<file path="src/source/zxuno_defines.svh">
`ifndef ZXUNO_DEFINES_SVH
`define ZXUNO_DEFINES_SVH

//////////////////////////////////////////////////////////////////////
// I/O port decode
//////////////////////////////////////////////////////////////////////

// ZX-Uno register select and data ports with full 16-bit decode
`define ZXUNO_ADDR_PORT 16'hFC3B
`define ZXUNO_DATA_PORT 16'hFD3B

// Kempston joystick decodes only the low byte
`define KEMPSTON_PORT 8'h1F

//////////////////////////////////////////////////////////////////////
// Internal register numbers
//////////////////////////////////////////////////////////////////////

`define REG_JOYCONF 8'h06
`define REG_COREID  8'hFF

// Both joysticks Kempston with autofire off
`define JOYCONF_RESET 8'h11

// "T01-2024" plus zero terminator
`define COREID_LEN 9

`endif

</file>
<file path="src/source/zxuno_pkg.sv">
package zxuno_pkg;

   //////////////////////////////////////////////////////////////////////
   // Joystick modes
   //////////////////////////////////////////////////////////////////////

   // Three bit field in JOYCONF for each joystick
   // Codes 4 to 7 are treated as off by the decoder
   typedef enum logic [2:0] {
      JOY_OFF       = 3'd0,   // Joystick ignored
      JOY_KEMPSTON  = 3'd1,   // Port 0x1F
      JOY_SINCLAIR1 = 3'd2,   // Keys 6-0 row
      JOY_CURSOR    = 3'd3    // Keys 5-8 and 0
   } joy_mode_t;

   //////////////////////////////////////////////////////////////////////
   // Register numbers
   //////////////////////////////////////////////////////////////////////

   // Value held by the 0xFC3B register
   typedef logic [7:0] reg_addr_t;

endpackage

</file>
<file path="src/source/coreid.sv">
`timescale 1ns/1ps

`include "zxuno_defines.svh"

module coreid (
   input  logic                 clk,
   input  logic                 rst_n,
   input  zxuno_pkg::reg_addr_t zxuno_addr,
   input  logic                 zxuno_regrd,
   input  logic                 regaddr_changed,
   output logic [7:0]           dout,
   output logic                 oe_n
);

   logic [3:0] char_idx;   // Next character to return
   logic [7:0] id_char;
   logic       id_rd;      // Data port read of this register
   logic       id_rd_q;

   assign id_rd = zxuno_regrd && (zxuno_addr == `REG_COREID);

   //////////////////////////////////////////////////////////////////////
   // ID text with zero terminator
   //////////////////////////////////////////////////////////////////////

   always_comb begin
      case (char_idx)
         4'd0:    id_char = "T";
         4'd1:    id_char = "0";
         4'd2:    id_char = "1";
         4'd3:    id_char = "-";
         4'd4:    id_char = "2";
         4'd5:    id_char = "0";
         4'd6:    id_char = "2";
         4'd7:    id_char = "4";
         default: id_char = 8'h00;   // Terminator
      endcase
   end

   assign dout = id_char;
   assign oe_n = !id_rd;

   //////////////////////////////////////////////////////////////////////
   // Character index
   //////////////////////////////////////////////////////////////////////

   always_ff @(posedge clk or negedge rst_n) begin
      if (!rst_n) begin
         id_rd_q  <= 1'b0;
         char_idx <= '0;
      end else begin
         id_rd_q <= id_rd;
         if (regaddr_changed) begin
            char_idx <= '0;   // Reselect restarts the text
         end else if (id_rd_q && !id_rd) begin
            // Step at the end of each read and wrap after the terminator
            if (char_idx == 4'(`COREID_LEN - 1))
               char_idx <= '0;
            else
               char_idx <= char_idx + 4'd1;
         end
      end
   end

endmodule

</file>
<file path="src/source/joy_config.sv">
`timescale 1ns/1ps

`include "zxuno_defines.svh"

module joy_config (
   input  logic                 clk,
   input  logic                 rst_n,
   input  zxuno_pkg::reg_addr_t zxuno_addr,
   input  logic                 zxuno_regrd,
   input  logic                 zxuno_regwr,
   input  logic [7:0]           din,
   output logic [7:0]           dout,
   output logic                 oe_n,
   // Decoded fields for the mapper
   output zxuno_pkg::joy_mode_t kbd_mode,
   output logic                 kbd_autofire,
   output zxuno_pkg::joy_mode_t db9_mode,
   output logic                 db9_autofire
);

   logic [7:0] joyconf;   // {db9 af, db9 mode, kbd af, kbd mode}
   logic       sel;

   // Unknown codes fall back to off
   function automatic zxuno_pkg::joy_mode_t decode_mode(input logic [2:0] code);
      zxuno_pkg::joy_mode_t mode;
      case (code)
         3'd1:    mode = zxuno_pkg::JOY_KEMPSTON;
         3'd2:    mode = zxuno_pkg::JOY_SINCLAIR1;
         3'd3:    mode = zxuno_pkg::JOY_CURSOR;
         default: mode = zxuno_pkg::JOY_OFF;
      endcase
      return mode;
   endfunction

   assign sel = (zxuno_addr == `REG_JOYCONF);

   always_ff @(posedge clk or negedge rst_n) begin
      if (!rst_n) begin
         joyconf <= `JOYCONF_RESET;
      end else if (zxuno_regwr && sel) begin
         joyconf <= din;
      end
   end

   // Raw value back including unknown codes
   assign dout = joyconf;
   assign oe_n = !(zxuno_regrd && sel);

   assign kbd_mode     = decode_mode(joyconf[2:0]);
   assign kbd_autofire = joyconf[3];
   assign db9_mode     = decode_mode(joyconf[6:4]);
   assign db9_autofire = joyconf[7];

endmodule

</file>
<file path="src/source/joystick_mapper.sv">
`timescale 1ns/1ps

`include "zxuno_defines.svh"

module joystick_mapper (
   input  logic                 clk,
   input  logic                 rst_n,
   // Z80 bus
   input  logic [15:0]          a,
   input  logic                 iorq_n,
   input  logic                 rd_n,
   input  logic                 wr_n,
   // Joysticks in the order fire up down left right
   input  logic [4:0]           kbdjoy_in,   // Active high
   input  logic [4:0]           db9joy_in,   // Active low
   // Keyboard columns towards the ULA
   input  logic [4:0]           kbdcol_in,
   output logic [4:0]           kbdcol_out,
   input  logic                 vertical_retrace_int_n,  // Autofire time base
   // Configuration
   input  zxuno_pkg::joy_mode_t kbd_mode,
   input  logic                 kbd_autofire,
   input  zxuno_pkg::joy_mode_t db9_mode,
   input  logic                 db9_autofire,
   // Kempston readback
   output logic [7:0]           dout,
   output logic                 oe_n
);

   logic       int_n_q;     // Interrupt line one clock late
   logic       fire_phase;  // Autofire gate
   logic [4:0] kbd_state;   // Active high with fire gated
   logic [4:0] db9_state;
   logic [4:0] kemp_bits;
   logic [4:0] kbd_mask;    // Column bits to pull low
   logic [4:0] db9_mask;

   //////////////////////////////////////////////////////////////////////
   // Autofire phase
   //////////////////////////////////////////////////////////////////////

   always_ff @(posedge clk or negedge rst_n) begin
      if (!rst_n) begin
         int_n_q    <= 1'b1;
         fire_phase <= 1'b1;
      end else begin
         int_n_q <= vertical_retrace_int_n;
         if (int_n_q && !vertical_retrace_int_n) begin
            fire_phase <= ~fire_phase;   // Once per frame
         end
      end
   end

   // Fire passes only in the open phase when autofire is on
   assign kbd_state = {kbdjoy_in[4] & (fire_phase | ~kbd_autofire), kbdjoy_in[3:0]};
   assign db9_state = {~db9joy_in[4] & (fire_phase | ~db9_autofire), ~db9joy_in[3:0]};

   //////////////////////////////////////////////////////////////////////
   // Kempston port
   //////////////////////////////////////////////////////////////////////

   always_comb begin
      kemp_bits = '0;
      if (kbd_mode == zxuno_pkg::JOY_KEMPSTON)
         kemp_bits = kemp_bits | kbd_state;
      if (db9_mode == zxuno_pkg::JOY_KEMPSTON)
         kemp_bits = kemp_bits | db9_state;
   end

   assign dout = {3'b000, kemp_bits};   // 000FUDLR
   assign oe_n = !((a[7:0] == `KEMPSTON_PORT) && !iorq_n && !rd_n && wr_n);

   //////////////////////////////////////////////////////////////////////
   // Key injection
   //////////////////////////////////////////////////////////////////////

   // Which column bits one joystick holds down for the current rows
   function automatic logic [4:0] key_mask(input zxuno_pkg::joy_mode_t mode,
                                           input logic [4:0] st,
                                           input logic row12_n,
                                           input logic row11_n);
      logic [4:0] m;
      m = '0;
      case (mode)
         zxuno_pkg::JOY_SINCLAIR1: begin
            // Keys 6 7 8 9 0 row
            if (!row12_n)
               m = {st[1], st[0], st[2], st[3], st[4]};
         end
         zxuno_pkg::JOY_CURSOR: begin
            if (!row12_n)
               m = {st[2], st[3], st[0], 1'b0, st[4]};
            // Key 5 on the other half row
            if (!row11_n)
               m[4] = m[4] | st[1];
         end
         default: m = '0;
      endcase
      return m;
   endfunction

   assign kbd_mask = key_mask(kbd_mode, kbd_state, a[12], a[11]);
   assign db9_mask = key_mask(db9_mode, db9_state, a[12], a[11]);

   assign kbdcol_out = kbdcol_in & ~(kbd_mask | db9_mask);   // Active low columns

endmodule

</file>
<file path="src/source/zxuno_addr_reg.sv">
`timescale 1ns/1ps

`include "zxuno_defines.svh"

module zxuno_addr_reg (
   input  logic                 clk,
   input  logic                 rst_n,
   // Z80 bus
   input  logic [15:0]          a,
   input  logic                 iorq_n,
   input  logic                 rd_n,
   input  logic                 wr_n,
   input  logic [7:0]           din,
   // Towards the register bank
   output zxuno_pkg::reg_addr_t zxuno_addr,       // Selected register
   output logic                 regaddr_changed,  // Pulse after a select
   output logic                 zxuno_regrd,      // Data port read level
   output logic                 zxuno_regwr,      // Data port write pulse
   // Readback of the select register
   output logic [7:0]           dout,
   output logic                 oe_n
);

   logic addr_sel;    // Address matches 0xFC3B
   logic data_sel;    // Address matches 0xFD3B
   logic addr_wr;     // Write cycle on 0xFC3B
   logic data_wr;     // Write cycle on 0xFD3B
   logic addr_wr_q;   // Previous clock value
   logic data_wr_q;
   logic addr_wr_first;  // First clock of the write

   //////////////////////////////////////////////////////////////////////
   // Port decode
   //////////////////////////////////////////////////////////////////////

   assign addr_sel = (a == `ZXUNO_ADDR_PORT);
   assign data_sel = (a == `ZXUNO_DATA_PORT);

   assign addr_wr = addr_sel && !iorq_n && !wr_n;
   assign data_wr = data_sel && !iorq_n && !wr_n;

   // Reads are plain combinational decodes
   assign zxuno_regrd = data_sel && !iorq_n && !rd_n && wr_n;

   assign dout = zxuno_addr;
   assign oe_n = !(addr_sel && !iorq_n && !rd_n && wr_n);

   //////////////////////////////////////////////////////////////////////
   // Write edge detection
   //////////////////////////////////////////////////////////////////////

   assign addr_wr_first = addr_wr && !addr_wr_q;
   assign zxuno_regwr   = data_wr && !data_wr_q;   // One clock per write cycle

   always_ff @(posedge clk or negedge rst_n) begin
      if (!rst_n) begin
         addr_wr_q       <= 1'b0;
         data_wr_q       <= 1'b0;
         zxuno_addr      <= '0;
         regaddr_changed <= 1'b0;
      end else begin
         addr_wr_q <= addr_wr;
         data_wr_q <= data_wr;
         // New register number flagged on the following clock
         if (addr_wr_first) begin
            zxuno_addr <= din;
         end
         regaddr_changed <= addr_wr_first;
      end
   end

endmodule

</file>
<file path="src/source/zxuno_bus.sv">
`timescale 1ns/1ps

module zxuno_bus (
   input  logic        clk,
   input  logic        rst_n,
   // Z80 bus
   input  logic [15:0] a,
   input  logic        iorq_n,
   input  logic        rd_n,
   input  logic        wr_n,
   input  logic [7:0]  din,
   output logic [7:0]  dout,
   output logic        oe_n,
   // Joysticks and keyboard
   input  logic [4:0]  kbdjoy_in,
   input  logic [4:0]  db9joy_in,
   input  logic [4:0]  kbdcol_in,
   output logic [4:0]  kbdcol_out,
   input  logic        vertical_retrace_int_n
);

   // Register bank control
   zxuno_pkg::reg_addr_t zxuno_addr;
   logic                 regaddr_changed;
   logic                 zxuno_regrd;
   logic                 zxuno_regwr;

   // Per source read data
   logic [7:0] addr_dout;
   logic       oe_n_addr;
   logic [7:0] coreid_dout;
   logic       oe_n_coreid;
   logic [7:0] joyconf_dout;
   logic       oe_n_joyconf;
   logic [7:0] joystick_dout;
   logic       oe_n_joystick;

   // JOYCONF fields
   zxuno_pkg::joy_mode_t kbd_mode;
   zxuno_pkg::joy_mode_t db9_mode;
   logic                 kbd_autofire;
   logic                 db9_autofire;

   zxuno_addr_reg i_addr_reg (
      .clk(clk), .rst_n(rst_n),
      .a(a), .iorq_n(iorq_n), .rd_n(rd_n), .wr_n(wr_n), .din(din),
      .zxuno_addr(zxuno_addr), .regaddr_changed(regaddr_changed),
      .zxuno_regrd(zxuno_regrd), .zxuno_regwr(zxuno_regwr),
      .dout(addr_dout), .oe_n(oe_n_addr)
   );

   coreid i_coreid (
      .clk(clk), .rst_n(rst_n),
      .zxuno_addr(zxuno_addr), .zxuno_regrd(zxuno_regrd),
      .regaddr_changed(regaddr_changed),
      .dout(coreid_dout), .oe_n(oe_n_coreid)
   );

   joy_config i_joy_config (
      .clk(clk), .rst_n(rst_n),
      .zxuno_addr(zxuno_addr), .zxuno_regrd(zxuno_regrd), .zxuno_regwr(zxuno_regwr),
      .din(din), .dout(joyconf_dout), .oe_n(oe_n_joyconf),
      .kbd_mode(kbd_mode), .kbd_autofire(kbd_autofire),
      .db9_mode(db9_mode), .db9_autofire(db9_autofire)
   );

   joystick_mapper i_joystick_mapper (
      .clk(clk), .rst_n(rst_n),
      .a(a), .iorq_n(iorq_n), .rd_n(rd_n), .wr_n(wr_n),
      .kbdjoy_in(kbdjoy_in), .db9joy_in(db9joy_in),
      .kbdcol_in(kbdcol_in), .kbdcol_out(kbdcol_out),
      .vertical_retrace_int_n(vertical_retrace_int_n),
      .kbd_mode(kbd_mode), .kbd_autofire(kbd_autofire),
      .db9_mode(db9_mode), .db9_autofire(db9_autofire),
      .dout(joystick_dout), .oe_n(oe_n_joystick)
   );

   // Fixed priority with the floating bus read as 0xFF
   assign dout = !oe_n_addr     ? addr_dout     :
                 !oe_n_coreid   ? coreid_dout   :
                 !oe_n_joyconf  ? joyconf_dout  :
                 !oe_n_joystick ? joystick_dout :
                                  8'hFF;

   assign oe_n = oe_n_addr & oe_n_coreid & oe_n_joyconf & oe_n_joystick;

endmodule

</file>
<file path="config.mk">
export PLATFORM = sky130hd
export DESIGN_NAME = zxuno_bus
export DESIGN_NICKNAME = d
export VERILOG_FILES = /design/src/source/zxuno_pkg.sv /design/src/source/coreid.sv /design/src/source/joy_config.sv /design/src/source/joystick_mapper.sv /design/src/source/zxuno_addr_reg.sv /design/src/source/zxuno_bus.sv
export VERILOG_INCLUDE_DIRS = /design/src /design/src/source
export SDC_FILE = /design/constraint.sdc
export NUM_CORES = 1
export LEC_CHECK = 0
export ABC_AREA = 1
export ABC_CLOCK_PERIOD_IN_PS = 1910
export BUFFER_PORTS_ARGS = -buffer_cell sky130_fd_sc_hd__buf_2
export CORE_MARGIN = 5
export CORE_UTILIZATION = 52
export CTS_CLUSTER_DIAMETER = 60
export DETAILED_ROUTE_END_ITERATION = 8
export GPL_ROUTABILITY_DRIVEN = 0
export PLACE_DENSITY = 0.77
export SLEW_MARGIN = 10
export SYNTH_ARGS = -nofsm -noshare
export SYNTH_HDL_FRONTEND = slang
export SYNTH_SLANG_ARGS = --single-unit
</file>
<file path="constraint.sdc">
create_clock -name clk -period 1.91 [get_ports clk]
set_clock_uncertainty 0.1 [all_clocks]
set_input_delay 0.191 -clock clk [delete_from_list [all_inputs] [get_ports clk]]
set_output_delay 0.191 -clock clk [all_outputs]
set_load 0.01 [all_outputs]
</file>
==> After elaboration in Yosys (flattened, before gate mapping) <==
Memory sizes are Yosys's and may differ from the RTL's.
Cells that the tools add are included.
{ "classes": {"n_addsub": 1, "mul": 0, "div": 0, "order_cmp": 0, "n_eq_ne": 18, "shift": 0, "muxes": 22, "bitwise": 18, "reduce_logical": 29} }
{ "op_table": {"columns": ["op", "n"], "rows": [
  ["5-bit 2-to-1 mux", 8],
  ["8-bit 2-to-1 mux", 5],
  ["16-bit == test, second input constant", 2],
  ["5-bit one-hot mux with 2 select lines", 2],
  ["1-bit logical AND", 18],
  ["3-bit by 2-bit == test with 1-bit output, second input constant", 4],
  ["4-bit 2-to-1 mux", 3],
  ["2-bit one-hot mux with 3 select lines", 2],
  ["1-bit logical NOT", 10],
  ["5-bit bitwise OR", 2],
  ["2-bit == test, second input constant", 4],
  ["8-bit by 3-bit == test with 1-bit output, second input constant", 1],
  ["8-bit by 5-bit == test with 1-bit output, second input constant", 1],
  ["8-bit == test, second input constant", 1],
  ["3-bit by 1-bit == test with 1-bit output, second input constant", 2],
  ["1-bit bitwise AND", 5],
  ["5-bit bitwise AND", 1],
  ["5-bit inverter", 1],
  ["4-bit by 1-bit adder with 4-bit output, second input constant", 1],
  ["2-bit by 1-bit == test with 1-bit output, second input constant", 2],
  ["4-bit == test, second input constant", 1],
  ["1-bit inverter", 4],
  ["4-bit inverter", 1],
  ["1-bit bitwise OR", 4],
  ["2 further kinds", 3]
]} }
{ "word_totals": {"regBits": 26, "latchBits": 0, "ramBits": 0, "rom_bits": 56, "input_bits": 45, "output_inout_bits": 14, "mem_count": 1} }
{ "mem_list": {"columns": ["memory", "depth", "word_bits", "rd", "rd_ports_with_merged_regs", "write_ports", "line", "rtl"], "rows": [
  ["(name not given)", 8, 7, 1, 0, 0, "coreid.sv:27", "case (char_idx)"]
]} }

==> Longest topological paths before layout <==
{ "depth": {"word_depth": 11, "mapped_depth": 11, "depth_no_buf": 11} }

==> Modules after synthesis <==
A second synthesis with hierarchy kept.
{ "unflattened": {"hier_cells": 379, "hier_area_um2": 2417.3} }
{ "by_module_without_submodules": {"columns": ["mod", "instances", "cells_each", "area_per_inst_um2"], "rows": [
  ["zxuno_addr_reg", 1, 86, 670.6],
  ["joy_config", 1, 61, 470.5],
  ["joystick_mapper", 1, 95, 466.7],
  ["coreid", 1, 63, 460.4],
  ["zxuno_bus", 1, 74, 349.1]
]} }

==> Worst setup path before layout <==
No wires, ideal clock.
{ "synth_timing": {"kind": "register to output", "startpoint": "register i_addr_reg.zxuno_addr[7] (netlist: i_addr_reg.dout[7])", "endpoint": "output dout[2]", "t_arrival_ps": 1323, "t_required_ps": 1619, "setup_slack_ps": 296, "stages_incl_launch_ff": 8, "n_path_buf": 0, "cell_sequence": "dfrtp_1 nor2_1 nand2_1 nor2_1 nand4_1 inv_1 nand2_1 a21oi_1"} }
{ "synth_between": {"elab_chain_cells": 5, "word_cells_on_any_way": 7} }
{ "synth_rtl": {"columns": ["element", "line", "rtl"], "rows": [
  ["from (decl)", "zxuno_addr_reg.sv:15", "output zxuno_pkg::reg_addr_t zxuno_addr,"],
  ["from (signal assigned)", "zxuno_addr_reg.sv:66", "zxuno_addr <= din;"],
  ["8-bit by 3-bit == test with 1-bit output (no line)", null, null],
  ["1-bit logical AND", "joy_config.sv:48", "assign oe_n = !(zxuno_regrd && sel);"],
  ["8-bit 2-to-1 mux", "zxuno_bus.sv:81", "!oe_n_joyconf ? joyconf_dout :"],
  ["8-bit 2-to-1 mux *", "zxuno_bus.sv:80", "!oe_n_coreid ? coreid_dout :"],
  ["8-bit 2-to-1 mux *", "zxuno_bus.sv:79", "assign dout = !oe_n_addr ? addr_dout :"],
  ["to (decl)", "zxuno_bus.sv:12", "output logic [7:0] dout,"]
]} }
Every way passes the cells marked *; elsewhere a longest branch is shown, timed or not.

==> Worst setup path after layout <==
{ "layout_timing": {"startpoint": "register i_addr_reg.zxuno_addr[2] (netlist: i_addr_reg.dout[2])", "endpoint": "output dout[7]"} }
Same word-level chain as after synthesis.

==> key figures <==
Logic synthesis
  • Mapped Cells: about 280
  • Cell taking the most area after synthesis: dfrtp_1
  • Most common cell in the netlist: nand2_1
  • Count of cell types in the netlist: 33
  • Syn Area/Cell: 7.16 um2
  • Synth Cell Area: 1970 um2
  • Leading cell types by total area after synthesis: dfrtp_1 (28%), nand2_1 (13%), inv_1 (8.6%)
  • Syn Nets: 326
  • Synthesized flop and latch total: 26
  • Register area share after synthesis: between 30 and 40%
  • Yosys top cell area share: between 20% and 30%
  • Ys async rst share: between 90% and 100%
  • Number of synthesized flops with an enable pin: 0
  • Syn. warnings: 0
  • Top FF cell, synth: dfrtp_1
  • Top cells by count, synth: nand2_1 (68), inv_1 (45), nor2_1 (25), dfrtp_1 (22), o21ai_2 (16)

Final layout
  • Ant diodes: 0
  • Layout Cells excl Fill: between 400 and 500
  • Area Overhead vs Synth: 30.8%
  • Net count reported at finish: 410
  • Layout Utilization: 70.3%
  • Layout cells sized above 1: a little under two fifths

Run status
  • Status: finished with violations
  • Failing checks: setup timing

Clock tree
  • Max Root-Sink Buffers: 2
  • CTS root buf: clkbuf_8
  • Clock slew at reported path FFs: 0.09 ns
  • H-tree levels: 1
  • Clock Latency Late Sink: 0.28 ns
  • CTS tree: built
  • TritonCTS buffer count: 3
  • Sink Count: 26

STA
  • Period utilisation layout: 110%
  • RSZ-0062 raised after global routing: yes
  • Worst-Margin Slew: 0.595 ns
  • Count of final hold-check violations: 0
  • Pins Over Slew Limit: 0
  • Min cycle time layout: 2.10 ns
  • Final Setup Violations: 11
  • Final setup margin: -0.194 ns
  • Hold WS: 0.0471 ns
  • Fmax: 0.475 GHz
  • Slew headroom: approximately three fifths

Route
  • Antenna violation net count after detailed routing: 0
  • DRT Wirelength: ~5.5 mm
  • Wire length per cell: 13.4 um
  • Routed vias/inst: 5.36
  • Initial DRC Count: around 140
  • Vias: 2,178
  • Drt pass-1 iters: 4
  • DRC: 0

Global route
  • First-pass GRT wire length: 9.05 mm
  • Total congestion overflow: 0
  • Vias in the first global route: slightly above 2,000
  • All-layer global routing usage: 21.8%
  • Largest net degree at the start of global routing: 27
  • Initial antenna violation count: 0

Worst setup path
  • Arr. time, crit path: between 1.5 and 2 ns
  • CP Max Fanout: 5
  • Critical Path Start Type: register
  • Critical Path RT: 1.62 ns
  • CP Capture Type: output port
  • Crit Path Category: register to output port

Floorplan
  • Die X-Extent: 71.5 um
  • Core ar.: between 3000 and 4000 um2
  • Ports: 59
  • Die area: 5120 um2
  • Number of cell rows: 22
  • Chip Height: 71.5 um
  • Initial core utilization: about 54%

Power and ir drop
  • Clk network pwr share: 39.1%
  • Flop pwr share: roughly half
  • Peak supply drop: 353 uV
  • Combinational power share: 12.0%
  • P_int: between 900 and 1000 uW
  • Sw frac: 22.5%
  • Pleak: about 0.0013 uW
  • Sw power: 264 uW
  • PwrDens: 456 nW/um2

Placement
  • Post-DP HPWL: 4.00 mm
  • Port Buf Inserts: 58
  • Placed instance count: 390
  • Post-placement setup slack: ~0.038 ns

Min path
  • Min-Delay Path Class: input port to register

Flow run
  • Max Cap Viol: 0
[sequential cells by signal, indices dropped and copies added, names as in the netlist]
signal and cells:
i_addr_reg.addr_wr_q 1, i_coreid.char_idx 4, i_addr_reg.regaddr_changed 1, i_addr_reg.data_wr_q 1, i_coreid.id_rd_q 1, i_joy_config.dout 8, i_joystick_mapper.int_n_q 1, i_joystick_mapper.fire_phase 1
i_addr_reg.dout 8
[per-stage QoR]
stage	total power (uW)	TNS, ns	cell area (um2)
6_report	1170	-1.35	2570
5_1_grt	1220	-2.66	2570
4_1_cts	1180	-0.565	2560
3_5_place_dp	721	0	2380
3_3_place_gp	719	0	2380
2_1_floorplan	643	0	1970
[worst max-delay path: stages, from the launching register on]
cell      delay (ns)
dfrtp_1         0.39
buf_4           0.13
nand4_1         0.13
nor2_2          0.21
nand3_2         0.17
nand2_2         0.15
nor2_1          0.08
clkinv_1        0.05
nand3_1         0.08
buf_2           0.15
[power by group through the flow]
stage / clock (uW) / sequential [uW] / combinational (uW)
floorplan: 0 / 583 / 59.2
global placement: 0 / 583 / 135
detailed placement: 0 / 584 / 138
CTS: 465 / 573 / 142
global route: 485 / 573 / 159
finish: 459 / 573 / 141
[path summary, 6_finish.rpt]
check,start,end,slack (ns),cells after the start
min in group asynchronous,rst_n,i_addr_reg.dout[5],0.34,2
setup reg to reg,i_addr_reg.dout[2],i_coreid.char_idx[3],0.12,9
hold / removal,wr_n,i_addr_reg.addr_wr_q,0.05,2
hold reg to reg,i_joystick_mapper.int_n_q,i_joystick_mapper.fire_phase,0.39,2
max in group asynchronous,rst_n,i_coreid.char_idx[3],0.97,2
setup / recovery,i_addr_reg.dout[2],dout[7],-0.19,9
[timing repair]
item                                    in CTS  in global routing
pin swaps                                    7                  0
hold buffers                                 2                  0
buffers inserted                             8                  1
gates resized for setup                     12                  2
endpoints found under the setup margin       9                 13
cloned                                       1                  0
hold endpoints to repair                    23                  0
[placed cells by master (no fill, tap or decap), types with 2 or more instances in the layout]
cell type      instances
inv_1                 43
nor2_2                 4
nor2_4                 2
nor2_1                23
o22ai_1                3
o21ai_0                8
nand2_1               66
dfrtp_1               22
nor3_1                 8
nand3_2                3
nand2_4                2
a21oi_1                6
buf_4                 19
nand2_2                6
dfstp_2                4
o211ai_1               2
or2_2                  3
xor2_1                 2
o21ai_2               16
ha_1                   6
dlygate4sd3_1          2
nand3_1               14
nand4_1                7
nor3_2                 4
o21ai_1                7
inv_2                  3
clkbuf_8               3
buf_2                 58
[kinds of logic after synthesis]
logic type	Yosys count	share of synthesized area, %
AND/OR/NAND/NOR	145	35.9
XOR/XNOR	2	0.890
AO/OA/AOI/OAI	47	16.0
flip-flops	26	33.3
buffers and inverters	49	10.1
adder cells (fa/ha/maj)	6	3.81
[final cells by class]
type                       instances  area, um2
clock buffer                       3       41.3
clock inverter                     1       30.0
fill                             310       1090
inverter                          47        176
multi-input combinational        201       1150
sequential                        26        656
tap                               48       60.1
timing repair buffer              80        464
[routing by layer]
layer  wire length (um)  vias up  global-route usage, %
met5                  0        -                      0
met4                143        0                   8.14
met3                491       16                   4.07
met2               2460      101                   35.5
met1               2360     1003                   28.7
li1                   -     1058                      -
Power figures use the tool's default switching activity.
